==> config.mk <==
export PLATFORM = sky130hd
export DESIGN_NAME = vec_resp_unit
export DESIGN_NICKNAME = d
export VERILOG_FILES = /design/src/rtl/vec_pkg.sv /design/src/rtl/vec_resp_unit.sv
export SDC_FILE = /design/constraint.sdc
export NUM_CORES = 1
export LEC_CHECK = 0
export BUFFER_PORTS_ARGS = -buffer_cell sky130_fd_sc_hd__buf_2
export CORE_MARGIN = 1
export CORE_UTILIZATION = 39
export CTS_CLUSTER_SIZE = 16
export DETAILED_ROUTE_END_ITERATION = 16
export GPL_TIMING_DRIVEN = 0
export PLACE_DENSITY = 0.81
export SLEW_MARGIN = 20
export SYNTH_ARGS = -nofsm -noshare
export SYNTH_HDL_FRONTEND = slang
export SYNTH_SLANG_ARGS = --single-unit
==> constraint.sdc <==
create_clock -name clk_i -period 1.33 [get_ports clk_i]
set_input_delay 0.266 -clock clk_i [delete_from_list [all_inputs] [get_ports clk_i]]
set_output_delay 0.266 -clock clk_i [all_outputs]
set_load 0.05 [all_outputs]
==> src/rtl/vec_pkg.sv <==
// Vector coprocessor shared definitions
// Sizes, opcodes, the host instruction word and the structs
// passed between dispatcher, sequencer, lanes and response unit

package vec_pkg;

  //////////////////////////////////////////////////
  // Sizes
  //////////////////////////////////////////////////

  localparam int unsigned NR_LANES       = 4;
  localparam int unsigned ELEM_W         = 32;
  localparam int unsigned NR_VREGS       = 8;
  localparam int unsigned VLEN_ELEMS     = 16;
  localparam int unsigned ELEMS_PER_LANE = VLEN_ELEMS / NR_LANES;

  localparam int unsigned VREG_IDX_W = $clog2(NR_VREGS);
  localparam int unsigned ELEM_IDX_W = $clog2(VLEN_ELEMS);
  localparam int unsigned ROW_IDX_W  = $clog2(ELEMS_PER_LANE);
  localparam int unsigned LANE_IDX_W = $clog2(NR_LANES);

  // Instruction word layout
  localparam int unsigned OP_W      = 3;
  localparam int unsigned INSN_W    = 48;
  localparam int unsigned VV_PAD_W  = INSN_W - OP_W - 3 * VREG_IDX_W;
  localparam int unsigned VX_PAD_W  = INSN_W - OP_W - VREG_IDX_W - ELEM_IDX_W - ELEM_W;

  //////////////////////////////////////////////////
  // Opcodes
  //////////////////////////////////////////////////

  typedef enum logic [OP_W-1:0] {
    OP_BCAST = 3'd0,
    OP_WRITE = 3'd1,
    OP_ADD   = 3'd2,
    OP_SUB   = 3'd3,
    OP_AND   = 3'd4,
    OP_XOR   = 3'd5,
    OP_READ  = 3'd6
  } vec_op_e;

  //////////////////////////////////////////////////
  // Host instruction word
  //////////////////////////////////////////////////

  // Register-register form, used by the ALU ops
  typedef struct packed {
    vec_op_e                op;
    logic [VREG_IDX_W-1:0]  vd;
    logic [VREG_IDX_W-1:0]  vs1;
    logic [VREG_IDX_W-1:0]  vs2;
    logic [VV_PAD_W-1:0]    pad;
  } vv_insn_t;

  // Register-scalar form, used by broadcast, write and read
  typedef struct packed {
    vec_op_e                op;
    logic [VREG_IDX_W-1:0]  vreg;
    logic [ELEM_IDX_W-1:0]  elem;
    logic [VX_PAD_W-1:0]    pad;
    logic [ELEM_W-1:0]      scalar;
  } vx_insn_t;

  // Opcode sits in the top bits of both views
  typedef union packed {
    vv_insn_t vv;
    vx_insn_t vx;
  } vec_insn_u;

  //////////////////////////////////////////////////
  // Internal structs
  //////////////////////////////////////////////////

  // Decoded instruction, dispatcher to sequencer
  typedef struct packed {
    vec_op_e                op;
    logic [VREG_IDX_W-1:0]  vd;
    logic [VREG_IDX_W-1:0]  vs1;
    logic [VREG_IDX_W-1:0]  vs2;
    logic [ELEM_IDX_W-1:0]  elem;
    logic [ELEM_W-1:0]      scalar;
  } vec_req_t;

  // One row command, broadcast to every lane
  typedef struct packed {
    logic                   valid;
    vec_op_e                op;
    logic [VREG_IDX_W-1:0]  vd;
    logic [VREG_IDX_W-1:0]  vs1;
    logic [VREG_IDX_W-1:0]  vs2;
    logic [ROW_IDX_W-1:0]   row;
    logic [LANE_IDX_W-1:0]  lane;
    logic [ELEM_W-1:0]      scalar;
  } lane_cmd_t;

  typedef struct packed {
    logic [ELEM_W-1:0]      data;
    vec_op_e                op;
  } vec_resp_t;

endpackage : vec_pkg

==> src/rtl/vec_resp_unit.sv <==
// Vector coprocessor response unit
// Builds one response per finished instruction and holds it
// stable until the host takes it

module vec_resp_unit (
  input  logic                                            clk_i,
  input  logic                                            reset_i,
  input  logic                                            finished_i,
  input  vec_pkg::vec_op_e                                op_i,
  input  logic [vec_pkg::LANE_IDX_W-1:0]                  lane_sel_i,
  input  logic [vec_pkg::NR_LANES-1:0][vec_pkg::ELEM_W-1:0] lane_data_i,
  input  logic                                            acc_resp_ready_i,
  output vec_pkg::vec_resp_t                              acc_resp_o,
  output logic                                            acc_resp_valid_o,
  output logic                                            busy_o
);

  import vec_pkg::*;

  logic      pending_q;
  vec_resp_t resp_q;

  always_ff @(posedge clk_i) begin
    if (reset_i) begin
      pending_q <= 1'b0;
    end else if (finished_i) begin
      pending_q <= 1'b1;
    end else if (pending_q && acc_resp_ready_i) begin
      pending_q <= 1'b0;
    end
  end

  // Response word, loaded only when an instruction finishes
  always_ff @(posedge clk_i) begin
    if (finished_i) begin
      resp_q.op   <= op_i;
      resp_q.data <= (op_i == OP_READ) ? lane_data_i[lane_sel_i] : '0;
    end
  end

  assign acc_resp_o       = resp_q;
  assign acc_resp_valid_o = pending_q;
  assign busy_o           = pending_q;

endmodule : vec_resp_unit

After elaboration in Yosys (flattened, before gate mapping)
Cells that the tools add are included.

word-level totals
  input bits = 137
  bits in registers = 36

cells by class
  multiplexer cells = 4
  $lt $le $gt $ge = 1
  reductions and logical operators = 2
  equal/unequal tests = 1

operators with widths
  operator              number
  $bmux W32 S2          1
  $mux W32              1
  $eq A3 B3 Y1 const B  1
  $lt A2 B3 Y1 const B  1
  $mux W1               2
  $reduce_bool A2 Y1    1
  $logic_and A1 B1 Y1   1

Logic depth before layout (Yosys ltp)
  depth in word-level cells = 3
  mapped depth = 4

Worst setup path before layout
OpenSTA, ideal clock, no wires.

  path kind = flip-flop to output port
  from = register pending_q, in the netlist acc_resp_valid_o
  to = output busy_o
  path slack = 0.150 ns
  cell stages (with the launch flop) = 2
  data required time = 1.064 ns
  arrival time = 0.914 ns
  path through = dfxtp_1 > buf_4

RTL lines
  element                 line                 RTL
  start, declared         vec_resp_unit.sv:20  logic pending_q;
  start signal, assigned  vec_resp_unit.sv:25  pending_q <= 1'b0;
  start signal, assigned  vec_resp_unit.sv:27  pending_q <= 1'b1;
  start signal, assigned  vec_resp_unit.sv:29  pending_q <= 1'b0;
  end, declared           vec_resp_unit.sv:15  output logic busy_o

No word-level cell between the ends.

Final worst setup path
  from = register pending_q, in the netlist acc_resp_valid_o
  to = output busy_o

No word-level cell between the ends.

==> results.md <==
- Global Route Usage Sum: 19.3%
- Initial DRC Count: 60
- GR Overflow Total: 0
- Die area: 5740 µm²
- Final hold vios: 0
- CP Class: reg2out
- Setup Fix Bufs, Post-CTS: 0
- Max IR drop VDD: 0.502 mV
- Worst path max stage delay: 0.34 ns
- Remaining DRCs: 0
- Area leader, netlist: edfxtp_1
- Worst R2R Setup Slack: 0.73 ns
- Data required, critical path: 1.06 ns
- Crit-path max FO: 3
- Reg2reg path depth: 2
- Hold Crit Start: reset_i
- Share of Yosys cell area claimed by the top area cell type: 49.6%
- CTS tree: yes
- Via/cell ratio: 4.85
- Post-place instance area: 3070 µm²
- Highest-delay cell along the critical path: dfxtp_1
- Critical path cell sequence: buf_4, buf_2
- Clk Latency, worst-skew pair: 0.28 ns
- CTS resizes: 0
- Largest net degree at the start of global routing: 37
- CTS Buffer Depth: 2
- Most numerous cell in the Yosys netlist: mux2i_1
- Post-Layout Cell Count: 402
- Wire length per cell: 14.0 µm
- RSZ-0062 raised after global routing: false
- Startpoint types: flip-flop
- Ys async rst share: 0%
- Final setup fails: 0
- Hold path depth: 2
- Slew @ Worst Pin: 0.782 ns
- Final Cell Area: 3160 µm²
- Core area: 5170 µm²
- # IOs: 174
- #FFs+latches synth: 36
- Static Leak: 1.59 nW
- Seq/Total Area, Yosys: 50.5%
- PwrDens: 943 nW/µm²
- Max-slew violation count: 0
- HPWL after DPL: 4400 µm
- Die height: 75.7 µm
- Hold worst-path end: acc_resp_valid_o$_SDFFE_PP0P_
- Hold WC Path Type: in2reg
- Crit path capture type: output port
- Outcome: complete, no violations
- Starting Density: 41.0%
- Layout Nets: 468
- Port Buffer Count: 172
- Final period utilization: 92.7%
- Most common library cells after synthesis: mux2i_1 (64), edfxtp_1 (35), o22ai_1 (32)
- Library cells used by synthesis: 15
- Syn Area/Cell: 14.0 µm²
- RR Endpoint: acc_resp_valid_o$_SDFFE_PP0P_
- Top post-synthesis cells by area: edfxtp_1 (50%), mux2i_1 (30%), o22ai_1 (9.4%)
- Area added between synthesis and finish: 49.0%
- GP Congestion: 0.768
- Layout cells sized above 1: 57.2%
- Die W: 75.7 µm
- Clock Sinks: 36
- Post-synth EDFFs: 35
- Ant diodes: 0
- Mapped Area: 2120 µm²
- Vias in the first global route: 1795
- Max-cap check violation count: 0
- Reg-to-Reg Start: acc_resp_valid_o$_SDFFE_PP0P_
- Yosys warns: 0
- Total negative slack: 0 ns
- Crit path time final: 1.23 ns
- Gate Count Post-Synth: 152
- Row Count: 26
- Worst Path Arrival: 0.97 ns
- Skew final: 0 ns
- Clock transition at path regs: 0.07 ns
- PnR worst setup slack: 0.0972 ns
- Wirelength, routed: 5650 µm
- DR vias: 1948
- Relative slew slack: 47.9%
- Final Power: 2.98 mW
- Post-route core utilization: 61.1%
- Synthesized net count: 289
- Htree depth: 2
- Fmax: 0.811 GHz
- Hold_buf cts: 0
- Primary FF master, synth: edfxtp_1
- Initial antenna violation count: 0
- Routed Antenna Nets: 0
- First-pass detailed-route iteration total: 4
- Pre-CTS setup slack: -0.169 ns
- Placed Cells: 394
- TritonCTS buffer count: 5
- Hold WS: 0.138 ns
- Root Driver: clkbuf_8
- Global-route wire length before repair: 8100 µm
## where the power goes
part | switching, mW | leakage, nW | internal (mW) | total (mW)
clock | 0.349 | 0.0455 | 0.422 | 0.771
sequential | 0.0196 | 0.343 | 1.33 | 1.35
combinational | 0.518 | 1.20 | 0.342 | 0.860
total | 0.887 | 1.59 | 2.09 | 2.98
## worst max path at each step
stage	start	to	slack, ns
2_1_floorplan	acc_resp_valid_o$_SDFFE_PP0P_	busy_o	0.15
3_3_place_gp	op_i[2]	acc_resp_o[23]$_SDFFCE_PP0P_	-0.16
3_5_place_dp	op_i[2]	acc_resp_o[22]$_SDFFCE_PP0P_	-0.17
4_1_cts	acc_resp_valid_o$_SDFFE_PP0P_	busy_o	0.08
5_1_grt	acc_resp_valid_o$_SDFFE_PP0P_	busy_o	0.007
6_report	acc_resp_valid_o$_SDFFE_PP0P_	busy_o	0.1
## state kept, by name, summed over array words and instances, names as in the netlist
| register | cells |
|---|---|
| acc_resp_o | 35 |
| acc_resp_valid_o | 1 |
## worst max-delay path, delay by kind of cell, from the launching register on
family | cells | cell delay, ns
buffers and inverters | 2 | 0.35
flip-flops | 1 | 0.34
## kinds of logic (layout without fill, tap and decap cells)
kind of cell,after synthesis,after routing,share of synthesized area [%]
and+or+nand+nor,3,3,1.24
buffers and inverters,16,196,8.38
muxes,64,64,30.2
AOI/OAI and AO/OA,33,33,9.68
DFF,36,36,50.5
## area by class of cell
class                   instances  area (µm²)
fillers                       441        2010
flip-flops and latches         36        1070
multi-input cells             100         872
repair buffers                172         861
plain buffers                  15         174
clock buffers                   8        90.1
well taps                      70        87.6
inverters                       1        3.75
## metal layers
| metal | global-route usage, % | up-vias | wire length, µm |
|---|---|---|---|
| met3 | 4.10 | 7 | 433 |
| li1 | - | 968 | - |
| met2 | 36.1 | 111 | 3060 |
| met1 | 21.3 | 862 | 2090 |
| met4 | 7.20 | 0 | 63 |
| met5 | 0 | - | 0 |
## layout by cell type, fill, tap and decap left out, drive strengths merged
cell type / netlist / routed
clkbuf: 4 / 12
a21oi: 1 / 1
buf: 11 / 183
nand4b: 1 / 1
mux2i: 64 / 64
edfxtp: 35 / 35
dfxtp: 1 / 1
inv: 1 / 1
nand4bb: 1 / 1
nand2b: 1 / 1
o22ai: 32 / 32
Note: power is estimated with default switching activity, not from simulation.
