--- config.mk ---
export PLATFORM = sky130hd
export DESIGN_NAME = vec_sequencer
export DESIGN_NICKNAME = d
export VERILOG_FILES = /design/src/rtl/vec_pkg.sv /design/src/rtl/vec_sequencer.sv
export SDC_FILE = /design/constraint.sdc
export NUM_CORES = 1
export LEC_CHECK = 0
export BUFFER_PORTS_ARGS = -buffer_cell sky130_fd_sc_hd__buf_4
export CAP_MARGIN = 20
export CORE_UTILIZATION = 31
export DETAILED_ROUTE_END_ITERATION = 10
export GPL_TIMING_DRIVEN = 0
export PLACE_DENSITY_LB_ADDON = 0.2
export SLEW_MARGIN = 20
export SYNTH_ARGS = -nofsm -noshare
export SYNTH_HDL_FRONTEND = slang
export SYNTH_SLANG_ARGS = --single-unit
--- constraint.sdc ---
create_clock -name clk_i -period 2.53 [get_ports clk_i]
set_input_delay 0.3795 -clock clk_i [delete_from_list [all_inputs] [get_ports clk_i]]
set_output_delay 0.3795 -clock clk_i [all_outputs]
set_load 0.02 [all_outputs]
--- src/rtl/vec_pkg.sv ---
// Vector coprocessor shared definitions
// Sizes, opcodes, the host instruction word and the structs
// passed between dispatcher, sequencer, lanes and response unit

package vec_pkg;

  //////////////////////////////////////////////////
  // Sizes
  //////////////////////////////////////////////////

  localparam int unsigned NR_LANES       = 4;
  localparam int unsigned ELEM_W         = 32;
  localparam int unsigned NR_VREGS       = 8;
  localparam int unsigned VLEN_ELEMS     = 16;
  localparam int unsigned ELEMS_PER_LANE = VLEN_ELEMS / NR_LANES;

  localparam int unsigned VREG_IDX_W = $clog2(NR_VREGS);
  localparam int unsigned ELEM_IDX_W = $clog2(VLEN_ELEMS);
  localparam int unsigned ROW_IDX_W  = $clog2(ELEMS_PER_LANE);
  localparam int unsigned LANE_IDX_W = $clog2(NR_LANES);

  // Instruction word layout
  localparam int unsigned OP_W      = 3;
  localparam int unsigned INSN_W    = 48;
  localparam int unsigned VV_PAD_W  = INSN_W - OP_W - 3 * VREG_IDX_W;
  localparam int unsigned VX_PAD_W  = INSN_W - OP_W - VREG_IDX_W - ELEM_IDX_W - ELEM_W;

  //////////////////////////////////////////////////
  // Opcodes
  //////////////////////////////////////////////////

  typedef enum logic [OP_W-1:0] {
    OP_BCAST = 3'd0,
    OP_WRITE = 3'd1,
    OP_ADD   = 3'd2,
    OP_SUB   = 3'd3,
    OP_AND   = 3'd4,
    OP_XOR   = 3'd5,
    OP_READ  = 3'd6
  } vec_op_e;

  //////////////////////////////////////////////////
  // Host instruction word
  //////////////////////////////////////////////////

  // Register-register form, used by the ALU ops
  typedef struct packed {
    vec_op_e                op;
    logic [VREG_IDX_W-1:0]  vd;
    logic [VREG_IDX_W-1:0]  vs1;
    logic [VREG_IDX_W-1:0]  vs2;
    logic [VV_PAD_W-1:0]    pad;
  } vv_insn_t;

  // Register-scalar form, used by broadcast, write and read
  typedef struct packed {
    vec_op_e                op;
    logic [VREG_IDX_W-1:0]  vreg;
    logic [ELEM_IDX_W-1:0]  elem;
    logic [VX_PAD_W-1:0]    pad;
    logic [ELEM_W-1:0]      scalar;
  } vx_insn_t;

  // Opcode sits in the top bits of both views
  typedef union packed {
    vv_insn_t vv;
    vx_insn_t vx;
  } vec_insn_u;

  //////////////////////////////////////////////////
  // Internal structs
  //////////////////////////////////////////////////

  // Decoded instruction, dispatcher to sequencer
  typedef struct packed {
    vec_op_e                op;
    logic [VREG_IDX_W-1:0]  vd;
    logic [VREG_IDX_W-1:0]  vs1;
    logic [VREG_IDX_W-1:0]  vs2;
    logic [ELEM_IDX_W-1:0]  elem;
    logic [ELEM_W-1:0]      scalar;
  } vec_req_t;

  // One row command, broadcast to every lane
  typedef struct packed {
    logic                   valid;
    vec_op_e                op;
    logic [VREG_IDX_W-1:0]  vd;
    logic [VREG_IDX_W-1:0]  vs1;
    logic [VREG_IDX_W-1:0]  vs2;
    logic [ROW_IDX_W-1:0]   row;
    logic [LANE_IDX_W-1:0]  lane;
    logic [ELEM_W-1:0]      scalar;
  } lane_cmd_t;

  typedef struct packed {
    logic [ELEM_W-1:0]      data;
    vec_op_e                op;
  } vec_resp_t;

endpackage : vec_pkg

--- src/rtl/vec_sequencer.sv ---
// Vector coprocessor sequencer
// Walks one instruction over the lane rows, one row per cycle,
// and pulses finished once lane 0 has written the last row

module vec_sequencer (
  input  logic                 clk_i,
  input  logic                 reset_i,
  input  vec_pkg::vec_req_t    req_i,
  input  logic                 start_i,
  input  logic                 row_done_i,
  output vec_pkg::lane_cmd_t   cmd_o,
  output logic                 finished_o
);

  import vec_pkg::*;

  logic                  active_q;
  logic                  wait_q;
  logic [ROW_IDX_W-1:0]  row_q;
  logic [ROW_IDX_W-1:0]  last_row_q;
  logic [LANE_IDX_W-1:0] tgt_lane;
  logic [ROW_IDX_W-1:0]  tgt_row;
  logic                  single_row;

  // Element e sits in lane e mod NR_LANES, row e div NR_LANES
  assign tgt_lane   = req_i.elem[LANE_IDX_W-1:0];
  assign tgt_row    = req_i.elem[ELEM_IDX_W-1:LANE_IDX_W];
  assign single_row = (req_i.op == OP_WRITE) || (req_i.op == OP_READ);

  always_ff @(posedge clk_i) begin
    if (reset_i) begin
      active_q   <= 1'b0;
      wait_q     <= 1'b0;
      finished_o <= 1'b0;
    end else begin
      finished_o <= wait_q && row_done_i;
      if (wait_q && row_done_i) begin
        wait_q <= 1'b0;
      end
      if (start_i) begin
        active_q <= 1'b1;
      end else if (active_q && (row_q == last_row_q)) begin
        // Last row issued, now wait for it to leave the lanes
        active_q <= 1'b0;
        wait_q   <= 1'b1;
      end
    end
  end

  // Row counter
  always_ff @(posedge clk_i) begin
    if (start_i) begin
      row_q      <= single_row ? tgt_row : '0;
      last_row_q <= single_row ? tgt_row : ROW_IDX_W'(ELEMS_PER_LANE - 1);
    end else if (active_q) begin
      row_q <= row_q + 1'b1;
    end
  end

  always_comb begin
    cmd_o.valid  = active_q;
    cmd_o.op     = req_i.op;
    cmd_o.vd     = req_i.vd;
    cmd_o.vs1    = req_i.vs1;
    cmd_o.vs2    = req_i.vs2;
    cmd_o.row    = row_q;
    cmd_o.lane   = tgt_lane;
    cmd_o.scalar = req_i.scalar;
  end

endmodule : vec_sequencer

### Yosys cells after proc, flatten, opt, wreduce, memory -nomap -nowiden

Cells that the tools add are included.

* word-level logic and storage cells: 22
* bits in registers: 7

* eq/ne operators: 3
* multiplexer cells: 8
* reductions and logical operators: 5
* $add $sub $neg: 1

Operator list (count)
* 2-to-1 mux 2 bit: 3
* 2-to-1 mux 1 bit: 5
* nonzero test 2 bit: 2
* equality test 3 x 1 -> 1 bit, second input constant: 1
* equality test 3 bit, second input constant: 1
* adder 2 x 1 -> 2 bit, second input constant: 1
* equality test 2 bit: 1
* logical AND 1 bit: 2
* logical OR 1 bit: 1

### Logic depth before layout (Yosys ltp)

* depth in word-level cells: 4
* depth in mapped cells: 3
* depth with buffers taken out: 3

### Worst setup path after synthesis

No wires, ideal clock.

* path kind: register to register
* start: reg row_q[0]
* end: reg wait_q
* required time: 2442 ps
* data arrival time: 960 ps
* buffers on the path: 0
* stages on the path, launching flop included: 3
* clock period less this slack: 1048 ps
* slack: 1482 ps
* cells stage by stage: edfxtp_1 > xor2_1 > o32ai_2

* longest elaborated chain between the ends: 4

RTL lines
* start, declared: line vec_sequencer.sv:19 `logic [ROW_IDX_W-1:0] row_q;`
* start signal, assigned: line vec_sequencer.sv:53 `row_q <= single_row ? tgt_row : '0;`
* start signal, assigned: line vec_sequencer.sv:56 `row_q <= row_q + 1'b1;`
* equality test 2 bit: line vec_sequencer.sv:42 `end else if (active_q && (row_q == last_row_q)) begin`
* logical AND 1 bit: line vec_sequencer.sv:42
* 2-to-1 mux 1 bit: line vec_sequencer.sv:42
* 2-to-1 mux 1 bit: line vec_sequencer.sv:40 `if (start_i) begin`
* end signal, assigned: line vec_sequencer.sv:33 `wait_q <= 1'b0;`
* end signal, assigned: line vec_sequencer.sv:38 `wait_q <= 1'b0;`
* end signal, assigned: line vec_sequencer.sv:45 `wait_q <= 1'b1;`
* end, declared: line vec_sequencer.sv:18 `logic wait_q;`

Every way passes these cells.
A chain may end at the register's enable or synchronous reset.

### Worst setup path in the final report

* start: reg row_q[0]
* end: out cmd_o[34] (netlist name)

RTL lines
* end, declared: line vec_sequencer.sv:11 `output vec_pkg::lane_cmd_t cmd_o,`

No word-level cell between the ends.

==> out/metrics.csv <==
stage,metric,value,unit
timing,setup_viol_count_final,0,
timing,max_slew_margin,0.8410,
final_layout,final_layout_size_suffix_gt1_frac,0.7899,
floorplan,die_h,48.64,microns
critical_path,cp-end-kind,output port,
grt,grtUsageMet1,0.1062,
critical_path,critPathTopFamily,flip-flops,
yosys,yosys.area.top_type,buf_4,
grt,grt_max_degree,10,
yosys,synthCells,76,
cts,cts_setup_buffers,0,
critical_path,reg2reg_slack,1520,ps
yosys,synth_flop_cell,edfxtp_1,
timing,fmax,781.4,MHz
timing,skew,2.516,ps
floorplan,core,2002,sq um
critical_path,worstReg2RegStart,row_q[0],
cts,path_clk_slew,50,ps
grt,grt_use_total,0.1143,
placed_design,gp_congestion,0.6691,
cts,cts_sinks,7,
floorplan,dieArea,2366,sq um
cts,cts_max_level,1,
critical_path,cp_cell_sequence,buf_4,
critical_path,critPathLaunchType,register,
cts,cts_tree,yes,
critical_path,crit_required,2150,ps
cts,worstSkewPairLatency,250,ps
grt,grt_overflow_total,0,
yosys,ys_seq_area_frac,0.2672,
timing,worst_slew_pin_slew,236.0,ps
floorplan,rows,16,
power,p_leak,0.6301,nW
critical_path,worst_ep_arrival_time,900,ps
final_layout,diodes,0,
route,vias,640,
route,first_iter_violations,5,
floorplan,io_pins,102,
grt,met3_usage,0.06604,
yosys,synth_top_area_share,0.5232,
grt,use_met2,0.1968,
critical_path,reg2reg_to,wait_q,
grt,grt_first_pass_wirelength,2063,microns
final_layout,nets,191,
cts,cts_max_path_buffers,2,
floorplan,fp.dieW,48.64,microns
timing,hold-worst-slack,308.3,ps
route,firstDrtPassIters,4,
timing,setup_tns,0,ps
yosys,synthArstFlopShare,0,
route,final_antenna_net_count,0,
grt,grt-busiest-layer,met2,
final_layout,area_delta_synth_final,73.47,%
critical_path,crit_type,reg2out,
timing,rsz0062_at_grt,no,
placed_design,place_inst,161,
cts,holdBufCountCts,0,
cts,cts_buffers,3,
yosys,ys_types,16,
hold_path,hold_path_depth,2,
power,vdd_ir_drop_max,0.1853,mV
job,maxCapViolCount,0,
critical_path,path_buf_inv,1,
hold_path,hold_path_end,finished_o,
timing,min_period,1280,ps
yosys,synth_common_cells,"buf_4, edfxtp_1, nand2b_1",
yosys,synth-seq-cells,7,
yosys,synth_most_common_cell,buf_4,
route,wire_per_inst,9.024,microns
final_layout,finalNonFillerCells,165,
timing,drv_slew,0,
yosys,yosys-top-cells-area,"buf_4, edfxtp_1, dfxtp_1, nand2b_1, xor2_1",
hold_path,holdCritPathClass,in2reg,
yosys,synth.net_count,128,
route,wirelength,1489,microns
critical_path,crit_path_top_delay_cell,edfxtp_1,
yosys,avgSynthCellArea,8.874,sq um
cts,cts_resized,0,
yosys,yosys_warnings,0,
hold_path,hold_start,reset_i,
critical_path,ff2ff_path_depth,2,
yosys,synthesis.area,674.4,sq um
power,power.density,398.7,nW/um^2
yosys,synth-edff-count,4,
grt,grt_antenna_before_repair,0,
critical_path,critPathMaxStageDelay,450,ps
status,status,finished clean,
timing,finalHoldViolCount,0,
critical_path,cp-startpoint,row_q[0],
placed_design,dp_hpwl,1308,microns
grt,grt_pass1_vias,533,
cts,cts-root-buf,clkbuf_4,
route,avgViaCountPerCell,3.879,
placed_design,io_buffer_count,58,
floorplan,initial_core_util,0.3369,
timing,period_share,0.5058,
critical_path,crit_fanout,4,
route,drc,0,
-- layer usage --
metal	vias to the layer above	wire, microns
met4	0	0
met5	-	0
met1	258	453
met2	59	770
met3	0	264
li1	323	-
-- cell families (layout without fill, tap and decap cells) --
family / after synthesis / after routing / share of synthesized area
AOI/OAI and AO/OA: 5 / 5 / 0.06123
xor gates and xnor gates: 3 / 3 / 0.03897
buffers and inverters: 48 / 110 / 0.5288
DFF: 7 / 7 / 0.2672
and+or+nand+nor: 13 / 13 / 0.1039
-- how the worst max path moves through the flow --
stage | endpoint | cells past startpoint | slack [ps]
6_report | cmd_o[34] | 1 | 1250
5_1_grt | cmd_o[34] | 1 | 1210
4_1_cts | cmd_o[34] | 1 | 1240
3_5_place_dp | last_row_q[1] | 4 | 1320
3_3_place_gp | last_row_q[1] | 4 | 1340
2_1_floorplan | wait_q | 2 | 1480
-- registers in the layout, indices dropped and copies added, names as in the netlist --
| name | count |
|---|---|
| last_row_q | 2 |
| row_q | 2 |
| active_q | 1 |
| finished_o | 1 |
| wait_q | 1 |
-- per-stage QoR --
stage / setup slack [ps] / power [mW] / util / area, sq um
CTS: 1237 / 0.4747 / 0.5844 / 1170
global route: 1208 / 0.4915 / 0.5844 / 1170
floorplan: 1482 / 0.2828 / - / 674.4
detailed placement: 1320 / 0.3678 / 0.5713 / 1144
global placement: 1336 / 0.3656 / 0.5713 / 1144
finish: 1250 / 0.4664 / 0.5844 / 1170
-- power by group --
| group | internal (mW) | switching, mW |
|---|---|---|
| Clock | 0.0603 | 0.0424 |
| Sequential | 0.133 | 0.00831 |
| Combinational | 0.122 | 0.101 |
-- layout make-up --
cell class / instances / area, sq um
Buffer: 47 / 352.8
Clock buffer: 4 / 26.28
Fill cell: 192 / 832.0
Inverter: 1 / 3.754
Multi-Input combinational cell: 21 / 137.6
Sequential cell: 7 / 180.2
Tap cell: 27 / 33.78
Timing Repair Buffer: 58 / 435.4
-- layout by cell type, fill, tap and decap left out, drive strengths merged --
cell,instances
o21a,1
nand2,3
xor2,2
o22ai,2
nand2b,4
nand3b,1
nor2,2
or3b,1
inv,1
dfxtp,3
clkbuf,4
o21ai,1
buf,105
xnor2,1
nor3,2
edfxtp,4
o32ai,1
No activity file was read; power rests on OpenSTA's default activity.
