### config.mk
export PLATFORM = sky130hd
export DESIGN_NAME = vec_dispatcher
export DESIGN_NICKNAME = d
export VERILOG_FILES = /design/src/rtl/vec_pkg.sv /design/src/rtl/vec_dispatcher.sv
export SDC_FILE = /design/constraint.sdc
export NUM_CORES = 1
export LEC_CHECK = 0
export BUFFER_PORTS_ARGS = -buffer_cell sky130_fd_sc_hd__buf_2
export CAP_MARGIN = 20
export CORE_AREA = 2 2 51 88
export CTS_CLUSTER_SIZE = 14
export DETAILED_ROUTE_END_ITERATION = 10
export DIE_AREA = 0 0 53 90
export PLACE_DENSITY_LB_ADDON = 0.3
export SYNTH_ARGS = -nofsm -noshare
export SYNTH_HDL_FRONTEND = slang
export SYNTH_SLANG_ARGS = --single-unit
### constraint.sdc
create_clock -name clk_i -period 7.5 [get_ports clk_i]
set_clock_uncertainty 0.2 [all_clocks]
set_input_delay 1.5 -clock clk_i [delete_from_list [all_inputs] [get_ports clk_i]]
set_output_delay 1.5 -clock clk_i [all_outputs]
set_load 0.05 [all_outputs]
### src/rtl/vec_pkg.sv
// Vector coprocessor shared definitions
// Sizes, opcodes, the host instruction word and the structs
// passed between dispatcher, sequencer, lanes and response unit

package vec_pkg;

  //////////////////////////////////////////////////
  // Sizes
  //////////////////////////////////////////////////

  localparam int unsigned NR_LANES       = 4;
  localparam int unsigned ELEM_W         = 32;
  localparam int unsigned NR_VREGS       = 8;
  localparam int unsigned VLEN_ELEMS     = 16;
  localparam int unsigned ELEMS_PER_LANE = VLEN_ELEMS / NR_LANES;

  localparam int unsigned VREG_IDX_W = $clog2(NR_VREGS);
  localparam int unsigned ELEM_IDX_W = $clog2(VLEN_ELEMS);
  localparam int unsigned ROW_IDX_W  = $clog2(ELEMS_PER_LANE);
  localparam int unsigned LANE_IDX_W = $clog2(NR_LANES);

  // Instruction word layout
  localparam int unsigned OP_W      = 3;
  localparam int unsigned INSN_W    = 48;
  localparam int unsigned VV_PAD_W  = INSN_W - OP_W - 3 * VREG_IDX_W;
  localparam int unsigned VX_PAD_W  = INSN_W - OP_W - VREG_IDX_W - ELEM_IDX_W - ELEM_W;

  //////////////////////////////////////////////////
  // Opcodes
  //////////////////////////////////////////////////

  typedef enum logic [OP_W-1:0] {
    OP_BCAST = 3'd0,
    OP_WRITE = 3'd1,
    OP_ADD   = 3'd2,
    OP_SUB   = 3'd3,
    OP_AND   = 3'd4,
    OP_XOR   = 3'd5,
    OP_READ  = 3'd6
  } vec_op_e;

  //////////////////////////////////////////////////
  // Host instruction word
  //////////////////////////////////////////////////

  // Register-register form, used by the ALU ops
  typedef struct packed {
    vec_op_e                op;
    logic [VREG_IDX_W-1:0]  vd;
    logic [VREG_IDX_W-1:0]  vs1;
    logic [VREG_IDX_W-1:0]  vs2;
    logic [VV_PAD_W-1:0]    pad;
  } vv_insn_t;

  // Register-scalar form, used by broadcast, write and read
  typedef struct packed {
    vec_op_e                op;
    logic [VREG_IDX_W-1:0]  vreg;
    logic [ELEM_IDX_W-1:0]  elem;
    logic [VX_PAD_W-1:0]    pad;
    logic [ELEM_W-1:0]      scalar;
  } vx_insn_t;

  // Opcode sits in the top bits of both views
  typedef union packed {
    vv_insn_t vv;
    vx_insn_t vx;
  } vec_insn_u;

  //////////////////////////////////////////////////
  // Internal structs
  //////////////////////////////////////////////////

  // Decoded instruction, dispatcher to sequencer
  typedef struct packed {
    vec_op_e                op;
    logic [VREG_IDX_W-1:0]  vd;
    logic [VREG_IDX_W-1:0]  vs1;
    logic [VREG_IDX_W-1:0]  vs2;
    logic [ELEM_IDX_W-1:0]  elem;
    logic [ELEM_W-1:0]      scalar;
  } vec_req_t;

  // One row command, broadcast to every lane
  typedef struct packed {
    logic                   valid;
    vec_op_e                op;
    logic [VREG_IDX_W-1:0]  vd;
    logic [VREG_IDX_W-1:0]  vs1;
    logic [VREG_IDX_W-1:0]  vs2;
    logic [ROW_IDX_W-1:0]   row;
    logic [LANE_IDX_W-1:0]  lane;
    logic [ELEM_W-1:0]      scalar;
  } lane_cmd_t;

  typedef struct packed {
    logic [ELEM_W-1:0]      data;
    vec_op_e                op;
  } vec_resp_t;

endpackage : vec_pkg

### src/rtl/vec_dispatcher.sv
// Vector coprocessor dispatcher
// Accepts host instruction words, decodes the two instruction
// forms into a request and starts the sequencer. Only one
// instruction is in flight, so ready stays low until its
// response has been taken by the host.

module vec_dispatcher (
  input  logic                 clk_i,
  input  logic                 reset_i,
  // Host request channel
  input  vec_pkg::vec_insn_u   acc_req_i,
  input  logic                 acc_req_valid_i,
  output logic                 acc_req_ready_o,
  // Sequencer side
  output vec_pkg::vec_req_t    req_o,
  output logic                 start_o,
  input  logic                 finished_i,
  // Response unit side
  input  logic                 resp_busy_i
);

  import vec_pkg::*;

  logic     in_progress_q;
  logic     accept;
  vec_req_t req_d;
  vec_req_t req_q;

  // Idle and no response waiting for the host
  assign acc_req_ready_o = !in_progress_q && !resp_busy_i;
  assign accept          = acc_req_valid_i && acc_req_ready_o;

  //////////////////////////////////////////////////
  // Decode
  //////////////////////////////////////////////////

  always_comb begin
    req_d    = '0;
    req_d.op = acc_req_i.vv.op;
    case (acc_req_i.vv.op)
      OP_ADD, OP_SUB, OP_AND, OP_XOR: begin
        req_d.vd  = acc_req_i.vv.vd;
        req_d.vs1 = acc_req_i.vv.vs1;
        req_d.vs2 = acc_req_i.vv.vs2;
      end
      default: begin
        // Scalar form: one register is both source and destination
        req_d.vd     = acc_req_i.vx.vreg;
        req_d.vs1    = acc_req_i.vx.vreg;
        req_d.elem   = acc_req_i.vx.elem;
        req_d.scalar = acc_req_i.vx.scalar;
      end
    endcase
  end

  //////////////////////////////////////////////////
  // State
  //////////////////////////////////////////////////

  always_ff @(posedge clk_i) begin
    if (reset_i) begin
      in_progress_q <= 1'b0;
      start_o       <= 1'b0;
    end else begin
      start_o <= accept;
      if (accept) begin
        in_progress_q <= 1'b1;
      end else if (finished_i) begin
        in_progress_q <= 1'b0;
      end
    end
  end

  // Request held until the next accept
  always_ff @(posedge clk_i) begin
    if (accept) begin
      req_q <= req_d;
    end
  end

  assign req_o = req_q;

endmodule : vec_dispatcher

# Yosys cells after proc, flatten, opt, wreduce, memory -nomap -nowiden

Cells that the tools add are included.

Input port bits: 53
Output and inout bits: 50
Register bits: 50

Eq/ne operators: 4
Mux-type cells: 3
Reduce and logical (&&, ||, !) cells: 6

Operator list:

| cell               | count |
|---|---|
| $eq 3x2->1 const B | 2 |
| $eq 3x3->1 const B | 2 |
| $reduce_or 4->1    | 1 |
| $mux 3             | 1 |
| $logic_and 1x1->1  | 2 |
| $logic_not 1->1    | 2 |
| $mux 1             | 2 |
| $reduce_bool 2->1  | 1 |

# Depth between registers and ports, before layout

Gate-level depths: netlist of run 1.

Depth in word-level cells: 4
Mapped depth: 3

# Worst setup path after synthesis of run 1

Ideal clock, no wire load.

Path kind: in2out
Start: input resp_busy_i
End: output acc_req_ready_o
Buffers on the path: 0
Stages: 1
Arrival: 2.145 ns
Slack: 3.655 ns
Cell sequence: nor2_1

Word-level cells in the longest chain between the ends: 2

RTL lines:

| item              | line                 | RTL |
|---|---|---|
| from (decl)       | vec_dispatcher.sv:19 | `input logic resp_busy_i` |
| $logic_not 1->1   | vec_dispatcher.sv:30 | `assign acc_req_ready_o = !in_progress_q && !resp_busy_i;` |
| $logic_and 1x1->1 | vec_dispatcher.sv:30 |  |
| to (decl)         | vec_dispatcher.sv:13 | `output logic acc_req_ready_o,` |

No other way between the ends.

# Final worst setup path of run 1

Same ends and word-level chain as after synthesis.

==> results.json, run 1 <==
{
  "syn_nets": 156,
  "rsz0062_at_grt": "false",
  "final_area_um2": 2490,
  "yosysUniqueCellTypes": 14,
  "worst_pin_slew_ps": 958,
  "grt_antenna_before_repair": 0,
  "seqPwrFrac": 0.541,
  "met3_usage": 0.0565,
  "die_y_um": 90,
  "first_global_vias": 1181,
  "final_util": 0.611,
  "timing.slew.headroom": 0.360,
  "place_inst": 247,
  "irDropWorstVdd_v": 0.000204,
  "clock_latency_ps": 290,
  "drt_pass1_iterations": 4,
  "max_freq_ghz": 0.275,
  "maxCapViolCount": 0,
  "tns_ps": 0,
  "reg2reg_from": "in_progress_q",
  "grt_max_degree": 49,
  "use_met1": 0.146,
  "synth_area_um2": 1840,
  "path_clk_slew_ps": 80,
  "routed_via_density": 4.54,
  "power_density_nw_per_um2": 243,
  "seq_area_um2": 1480,
  "dp_slack_ps": 3860,
  "row_count": 31,
  "place_area_um2": 2370,
  "io_pins": 103,
  "required_ps": 5800,
  "dr_total_vias": 1163,
  "wl_per_cell_um": 12.7,
  "startpoint_type": "input port",
  "ant_nets": 0,
  "holdPathEnd": "in_progress_q",
  "cts.sinks": 50,
  "syn_area_per_cell_um2": 17.8,
  "routed_wl_um": 3260,
  "multi_input_area_um2": 325,
  "io_buffers": 98,
  "finalNonFillerCells": 256,
  "nFillCells": 332,
  "power_frac_comb": 0.163,
  "area_growth_pct": 35.4,
  "postCtsSetupBuffers": 0,
  "drive_gt1_frac": 0.541,
  "setup_ws_ps": 3860,
  "slew_violations": 0,
  "grt_busiest_layer": "met2",
  "netlist_instances": 103,
  "die_width_um": 53,
  "hold_buffers": 0,
  "route.detailed.drc": 0,
  "postCtsResizedCells": 0,
  "grt_remaining_overflow": 0,
  "power_mw": 0.604,
  "gr-usage-met2": 0.250,
  "h-tree-depth": 2,
  "gp_congestion": 0.708,
  "start_util": 0.451,
  "period_share": 0.486,
  "cts_tree": "built",
  "grt_pass1_wl_um": 5140,
  "cts.path.max_buffers": 2,
  "dieArea_um2": 4770,
  "nNetsFinal": 259,
  "finalHoldViolations": 0,
  "setup_viol": 0,
  "core_um2": 4070,
  "critPathLaunch": "resp_busy_i",
  "hold_start": "in_progress_q",
  "worst-setup-path-type": "input port to primary output",
  "reg2reg_depth": 2,
  "cts_buffers": 5,
  "fin_hold_ws_ps": 289,
  "leakage_nw": 1.07,
  "min_period_ps": 3640,
  "power.switching_mw": 0.151,
  "ys_seq_area_frac": 0.807,
  "grt_usage": 0.148,
  "yosys_warnings": 0,
  "reg2reg_to": "req_o[30]",
  "n_antenna_cell": 0,
  "pwr-share-clk": 0.296,
  "hp-class": "flip-flop to flip-flop",
  "switching_share": 0.250,
  "clock-root-buffer": "clkbuf_8",
  "path_max_fanout": 2,
  "r2r_slack_ps": 5350,
  "ys_ff_latch": 50,
  "dp.final_hpwl_um": 2380,
  "crit_arrival_ps": 1940,
  "drt_iter0_markers": 13,
  "internal-power_mw": 0.453,
  "worstHoldPathCells": 2,
  "status": "complete, no violations",
  "endpoint_kind": "primary output"
}
-- layout make-up --
type	instances	area share
sequential	50	0.596
timing repair buffer	100	0.205
multi-input combinational	48	0.131
clock buffer	7	0.0307
tap	49	0.0246
clock inverter	1	0.0121
inverter	1	0.00151
-- registers in the layout, indices dropped and copies added (netlist names) --
signal,flops
req_o,48
start_o,1
in_progress_q,1
-- metal layers --
metal,vias to the layer above,share of wire
met5,-,0
met4,0,0.038
met3,12,0.10
met2,64,0.53
met1,523,0.33
li1,564,-
-- cell families after synthesis --
logic type	count (synthesis)	share of synthesized area
DFF	50	0.807
and+or+nand+nor	43	0.145
buffers and inverters	5	0.0163
muxes	3	0.0204
AOI/OAI and AO/OA	1	0.00272
xor gates and xnor gates	1	0.00886
-- critical path, cell delays in order --
cell    delay [ps]
buf_2          100
nor2_1          70
buf_2          260
-- worst max path at each step --
stage	end
2_1_floorplan	acc_req_ready_o
3_3_place_gp	acc_req_ready_o
3_5_place_dp	acc_req_ready_o
4_1_cts	acc_req_ready_o
5_1_grt	acc_req_ready_o
6_report	acc_req_ready_o
-- power groups by stage --
stage | Combinational (mW) | Clock (mW) | Sequential [mW]
detailed placement | 0.0982 | 0 | 0.333
global route | 0.105 | 0.194 | 0.328
CTS | 0.0983 | 0.185 | 0.327
global placement | 0.0952 | 0 | 0.333
finish | 0.0983 | 0.179 | 0.327
floorplan | 0.0253 | 0 | 0.379
-- Yosys cell counts --
cell,instances,share of area
a21oi_1,1,0.0027
and2_1,36,0.12
buf_6,1,0.0061
clkbuf_2,3,0.0082
dfxtp_1,2,0.022
edfxtp_1,48,0.78
inv_1,1,0.0020
mux2_2,2,0.012
mux2_4,1,0.0082
nand2b_1,1,0.0034
nor2_1,2,0.0041
nor2b_1,3,0.010
or3b_2,1,0.0048
xnor2_2,1,0.0089
-- placed cells by master, fill, tap and decap left out, types with 2 or more instances in the layout --
cell type  synthesis  final
and2_1            36     36
buf_2              0     98
clkbuf_1           0      2
clkbuf_8           0      5
dfxtp_1            2      2
edfxtp_1          48     48
mux2_2             2      2
nor2_1             2      2
nor2b_1            3      3
Note: power is estimated with default switching activity, not from simulation.
==> inputs of run 2 (changes only) <==
--- a/config.mk
+++ b/config.mk
@@ -7,10 +7,10 @@
 export LEC_CHECK = 0
 export BUFFER_PORTS_ARGS = -buffer_cell sky130_fd_sc_hd__buf_2
 export CAP_MARGIN = 20
-export CORE_AREA = 2 2 51 88
+export CORE_AREA = 2 2 55 96
 export CTS_CLUSTER_SIZE = 14
 export DETAILED_ROUTE_END_ITERATION = 10
-export DIE_AREA = 0 0 53 90
+export DIE_AREA = 0 0 57 98
 export PLACE_DENSITY_LB_ADDON = 0.3
 export SYNTH_ARGS = -nofsm -noshare
 export SYNTH_HDL_FRONTEND = slang
==> constraint.sdc (replaced) <==
create_clock -name clk_i -period 2.9 [get_ports clk_i]
set_clock_uncertainty 0.2 [all_clocks]
set_input_delay 0.58 -clock clk_i [delete_from_list [all_inputs] [get_ports clk_i]]
set_output_delay 0.58 -clock clk_i [all_outputs]
set_load 0.05 [all_outputs]
==> results.json, run 2 (synthesized netlist as in run 1, its figures left out) <==
{
  "status": "complete, no violations",
  "tns_ps": 0,
  "worst-setup-path-type": "input port to flip-flop",
  "startpoint_type": "input port",
  "r2r_slack_ps": 1200,
  "route.detailed.drc": 0,
  "nFillCells": 455,
  "ant_nets": 0,
  "reg2reg_depth": 3,
  "endpoint_kind": "flip-flop",
  "final_cell_mix": "buf_2 (98), edfxtp_1 (48), and2_1 (36)",
  "hp-class": "input port to flip-flop",
  "timing.slew.headroom": 0.525,
  "rsz0062_at_grt": "false",
  "slew_violations": 0,
  "finalHoldViolations": 0,
  "dieArea_um2": 5590,
  "io_buffers": 98,
  "power_density_nw_per_um2": 594,
  "die_y_um": 98,
  "cts_buffers": 5,
  "required_ps": 2750,
  "leakage_nw": 1.07,
  "area_growth_pct": 35.2,
  "hold_start": "reset_i",
  "gp_congestion": 0.720,
  "grt_remaining_overflow": 0,
  "drt_pass1_iterations": 4,
  "path_max_fanout": 16,
  "crit_arrival_ps": 1690,
  "row_count": 34,
  "setup_viol": 0,
  "h-tree-depth": 2,
  "hold_buffers": 0,
  "start_util": 0.379,
  "place_area_um2": 2400,
  "cts.path.max_buffers": 2,
  "place_inst": 254,
  "postCtsResizedCells": 0,
  "largest_reg_flops": 48,
  "worstSetupEndpoint": "req_o[41]",
  "reg2reg_from": "in_progress_q",
  "maxCapViolCount": 0,
  "cts_tree": "built",
  "final_area_um2": 2480,
  "clock-root-buffer": "clkbuf_8",
  "multi_input_area_um2": 325,
  "drt_iter0_markers": 25,
  "critPathLaunch": "acc_req_i[47]",
  "grt_antenna_before_repair": 0,
  "routed_via_density": 4.36,
  "cts.sinks": 50,
  "reg2reg_to": "req_o[1]",
  "wl_per_cell_um": 13.3,
  "worst_pin_slew_ps": 710,
  "io_pins": 103,
  "power_mw": 1.48,
  "finalNonFillerCells": 262,
  "die_width_um": 57,
  "final_common_cell": "buf_2",
  "grt_pass1_wl_um": 5310,
  "first_global_vias": 1119,
  "dp.final_hpwl_um": 2580,
  "postCtsSetupBuffers": 0,
  "routed_wl_um": 3490,
  "core_um2": 4850,
  "max_freq_ghz": 0.544,
  "seq_area_um2": 1480,
  "grt_max_degree": 49,
  "min_period_ps": 1840,
  "irDropWorstVdd_v": 0.000373,
  "nNetsFinal": 260,
  "drive_gt1_frac": 0.538,
  "n_antenna_cell": 0,
  "path_clk_slew_ps": 80,
  "clock_latency_ps": 290,
  "period_share": 0.634,
  "dr_total_vias": 1143,
  "grt_usage": 0.129
}
==> run 2: cell count changes in the layout (fill, tap and decap cells not counted) <==
cell / change
buf_6: -1
buf_4: +1
clkinv_1: +1
buf_12: +1
bufinv_16: -1
==> run 2: area by class of cell <==
| type | count | area share |
|---|---|---|
| clock buffer | 7 | 0.0307 |
| multi-input combinational | 48 | 0.131 |
| timing repair buffer | 101 | 0.212 |
| tap | 54 | 0.0272 |
| inverter | 1 | 0.00151 |
| sequential | 50 | 0.596 |
| clock inverter | 1 | 0.00151 |
==> run 2: worst min path at each step <==
stage | endpoint | slack (ps) | depth (start not counted)
after floorplan | in_progress_q | 250 | 2
after global placement | in_progress_q | 270 | 2
after detailed placement | in_progress_q | 280 | 2
after CTS | in_progress_q | 240 | 2
after global routing | in_progress_q | 240 | 2
final | in_progress_q | 250 | 2
==> run 2: worst max-delay path, stage by stage <==
cell	delay, ps
buf_2	120
xnor2_2	580
mux2_2	400
==> run 2: power breakdown <==
part           internal (mW)  switching [mW]  leakage, nW
combinational         0.0791           0.179        0.554
clock                  0.168           0.206       0.0399
sequential             0.837         0.00721        0.475
total                   1.08           0.392         1.07
==> run 2: metrics by stage <==
step                      hold WS [ps]  worst slack (ps)   util
after floorplan                    252               296      -
after global placement             270               685  0.496
after detailed placement           282               713  0.496
after CTS                          244              1030  0.512
after global routing               239               982  0.512
final                              248              1060  0.512
==> run 2: routing by layer <==
metal | wire (µm) | part of all wire | track usage
met3 | 306 | 0.088 | 0.0490
met2 | 1970 | 0.56 | 0.227
met1 | 1150 | 0.33 | 0.133
met4 | 63 | 0.018 | 0.0537
met5 | 0 | 0 | 0
==> inputs of run 3 (changes only) <==
--- a/config.mk
+++ b/config.mk
@@ -7,10 +7,10 @@
 export LEC_CHECK = 0
 export BUFFER_PORTS_ARGS = -buffer_cell sky130_fd_sc_hd__buf_2
 export CAP_MARGIN = 20
-export CORE_AREA = 2 2 55 96
+export CORE_AREA = 2 2 53 92
 export CTS_CLUSTER_SIZE = 14
 export DETAILED_ROUTE_END_ITERATION = 10
-export DIE_AREA = 0 0 57 98
+export DIE_AREA = 0 0 55 94
 export PLACE_DENSITY_LB_ADDON = 0.3
 export SYNTH_ARGS = -nofsm -noshare
 export SYNTH_HDL_FRONTEND = slang
==> constraint.sdc (replaced) <==
create_clock -name clk_i -period 1.9 [get_ports clk_i]
set_clock_uncertainty 0.2 [all_clocks]
set_input_delay 0.38 -clock clk_i [delete_from_list [all_inputs] [get_ports clk_i]]
set_output_delay 0.38 -clock clk_i [all_outputs]
set_load 0.05 [all_outputs]
==> results.json, run 3 (synthesized netlist as in run 1, its figures left out) <==
{
  "status": "complete, no violations",
  "postCtsSetupBuffers": 0,
  "finalHoldViolations": 0,
  "cts_buffers": 5,
  "tns_ps": 0,
  "crit_arrival_ps": 1390,
  "power_density_nw_per_um2": 946,
  "routed_via_density": 4.54,
  "grt_pass1_wl_um": 5130,
  "cts_tree": "built",
  "die_width_um": 55,
  "drive_gt1_frac": 0.548,
  "rsz0062_at_grt": "false",
  "required_ps": 1700,
  "postCtsResizedCells": 0,
  "setup_ws_ps": 310,
  "grt_antenna_before_repair": 0,
  "nNetsFinal": 262,
  "h-tree-depth": 2,
  "final_common_cell": "buf_2",
  "final_area_um2": 2540,
  "cts.path.max_buffers": 2,
  "drt_pass1_iterations": 4,
  "place_inst": 253,
  "largest_reg_flops": 48,
  "leakage_nw": 1.09,
  "startpoint_type": "flip-flop",
  "row_count": 32,
  "slew_violations": 0,
  "final_cell_mix": "buf_2 (98), edfxtp_1 (48), and2_1 (36)",
  "io_pins": 103,
  "dp_slack_ps": 155,
  "start_util": 0.417,
  "route.detailed.drc": 0,
  "dr_total_vias": 1185,
  "worst-setup-path-type": "flip-flop to flip-flop",
  "period_share": 0.837,
  "setup_viol": 0,
  "io_buffers": 98,
  "timing.slew.headroom": 0.730,
  "wl_per_cell_um": 13.1,
  "gp_congestion": 0.701,
  "first_global_vias": 1124,
  "final_util": 0.577,
  "hold_buffers": 0,
  "cts.sinks": 50,
  "min_period_ps": 1590,
  "grt_remaining_overflow": 0,
  "place_area_um2": 2430,
  "maxCapViolCount": 0,
  "n_antenna_cell": 0,
  "clock-root-buffer": "clkbuf_8",
  "worst_pin_slew_ps": 403,
  "routed_wl_um": 3420,
  "endpoint_kind": "flip-flop",
  "grt_usage": 0.141,
  "maxUsedRoutingLayer": "met4",
  "max_freq_ghz": 0.629,
  "area_growth_pct": 38.3,
  "ant_nets": 0,
  "grt_max_degree": 32,
  "wl_met1_um": 1150,
  "fin_hold_ws_ps": 55.2,
  "power_mw": 2.40,
  "hp-class": "input port to flip-flop",
  "clock_latency_ps": 290,
  "dp.final_hpwl_um": 2670,
  "routed-wl-met2_um": 1890,
  "irDropWorstVdd_v": 0.000628,
  "finalNonFillerCells": 261,
  "core_um2": 4400,
  "dieArea_um2": 5170,
  "path_clk_slew_ps": 80,
  "path_max_fanout": 31,
  "die_y_um": 94,
  "nFillCells": 391,
  "routed-wl-met3_um": 314,
  "drt_iter0_markers": 14
}
==> run 3: cell types whose count changed in the layout (fill, tap and decap cells not counted) <==
cell	before	now
clkinv_1	1	0
inv_2	1	0
or3b_2	1	0
buf_12	1	2
clkinvlp_4	0	1
buf_4	2	3
bufinv_16	0	1
or3b_4	0	1
==> run 3: cell type report <==
type,count,area [µm²],share of cell area
Clock buffer,7,76.3,0.0300
Timing Repair Buffer,103,553,0.218
Sequential cell,50,1480,0.583
Inverter,1,7.51,0.00296
Multi-Input combinational cell,48,328,0.129
Tap cell,51,63.8,0.0251
Clock inverter,1,30.0,0.0118
==> run 3: final timing paths <==
kind / end / slack [ps] / depth (start not counted) / startpoint
worst max register to register: req_o[36] / 310 / 3 / in_progress_q
worst min register to register: in_progress_q / 290 / 2 / in_progress_q
worst min-delay path: start_o / 60 / 2 / reset_i
worst max-delay path: req_o[36] / 310 / 3 / in_progress_q
==> run 3: critical path: stages, from the launching register on <==
cell and delay, ps:
dfxtp_1 330, or3b_4 430, clkinvlp_4 130, buf_12 200
==> run 3: where the power goes <==
part	switching (mW)	internal, mW	leakage [nW]	total (mW)
sequential	0.0114	1.28	0.475	1.29
clock	0.316	0.394	0.0524	0.710
combinational	0.276	0.129	0.563	0.405
total	0.603	1.80	1.09	2.40
==> run 3: metal layers <==
metal,up-vias,global-route usage
li1,570,-
met2,55,0.239
met1,555,0.151
met4,0,0.0549
met3,5,0.0541
met5,-,0
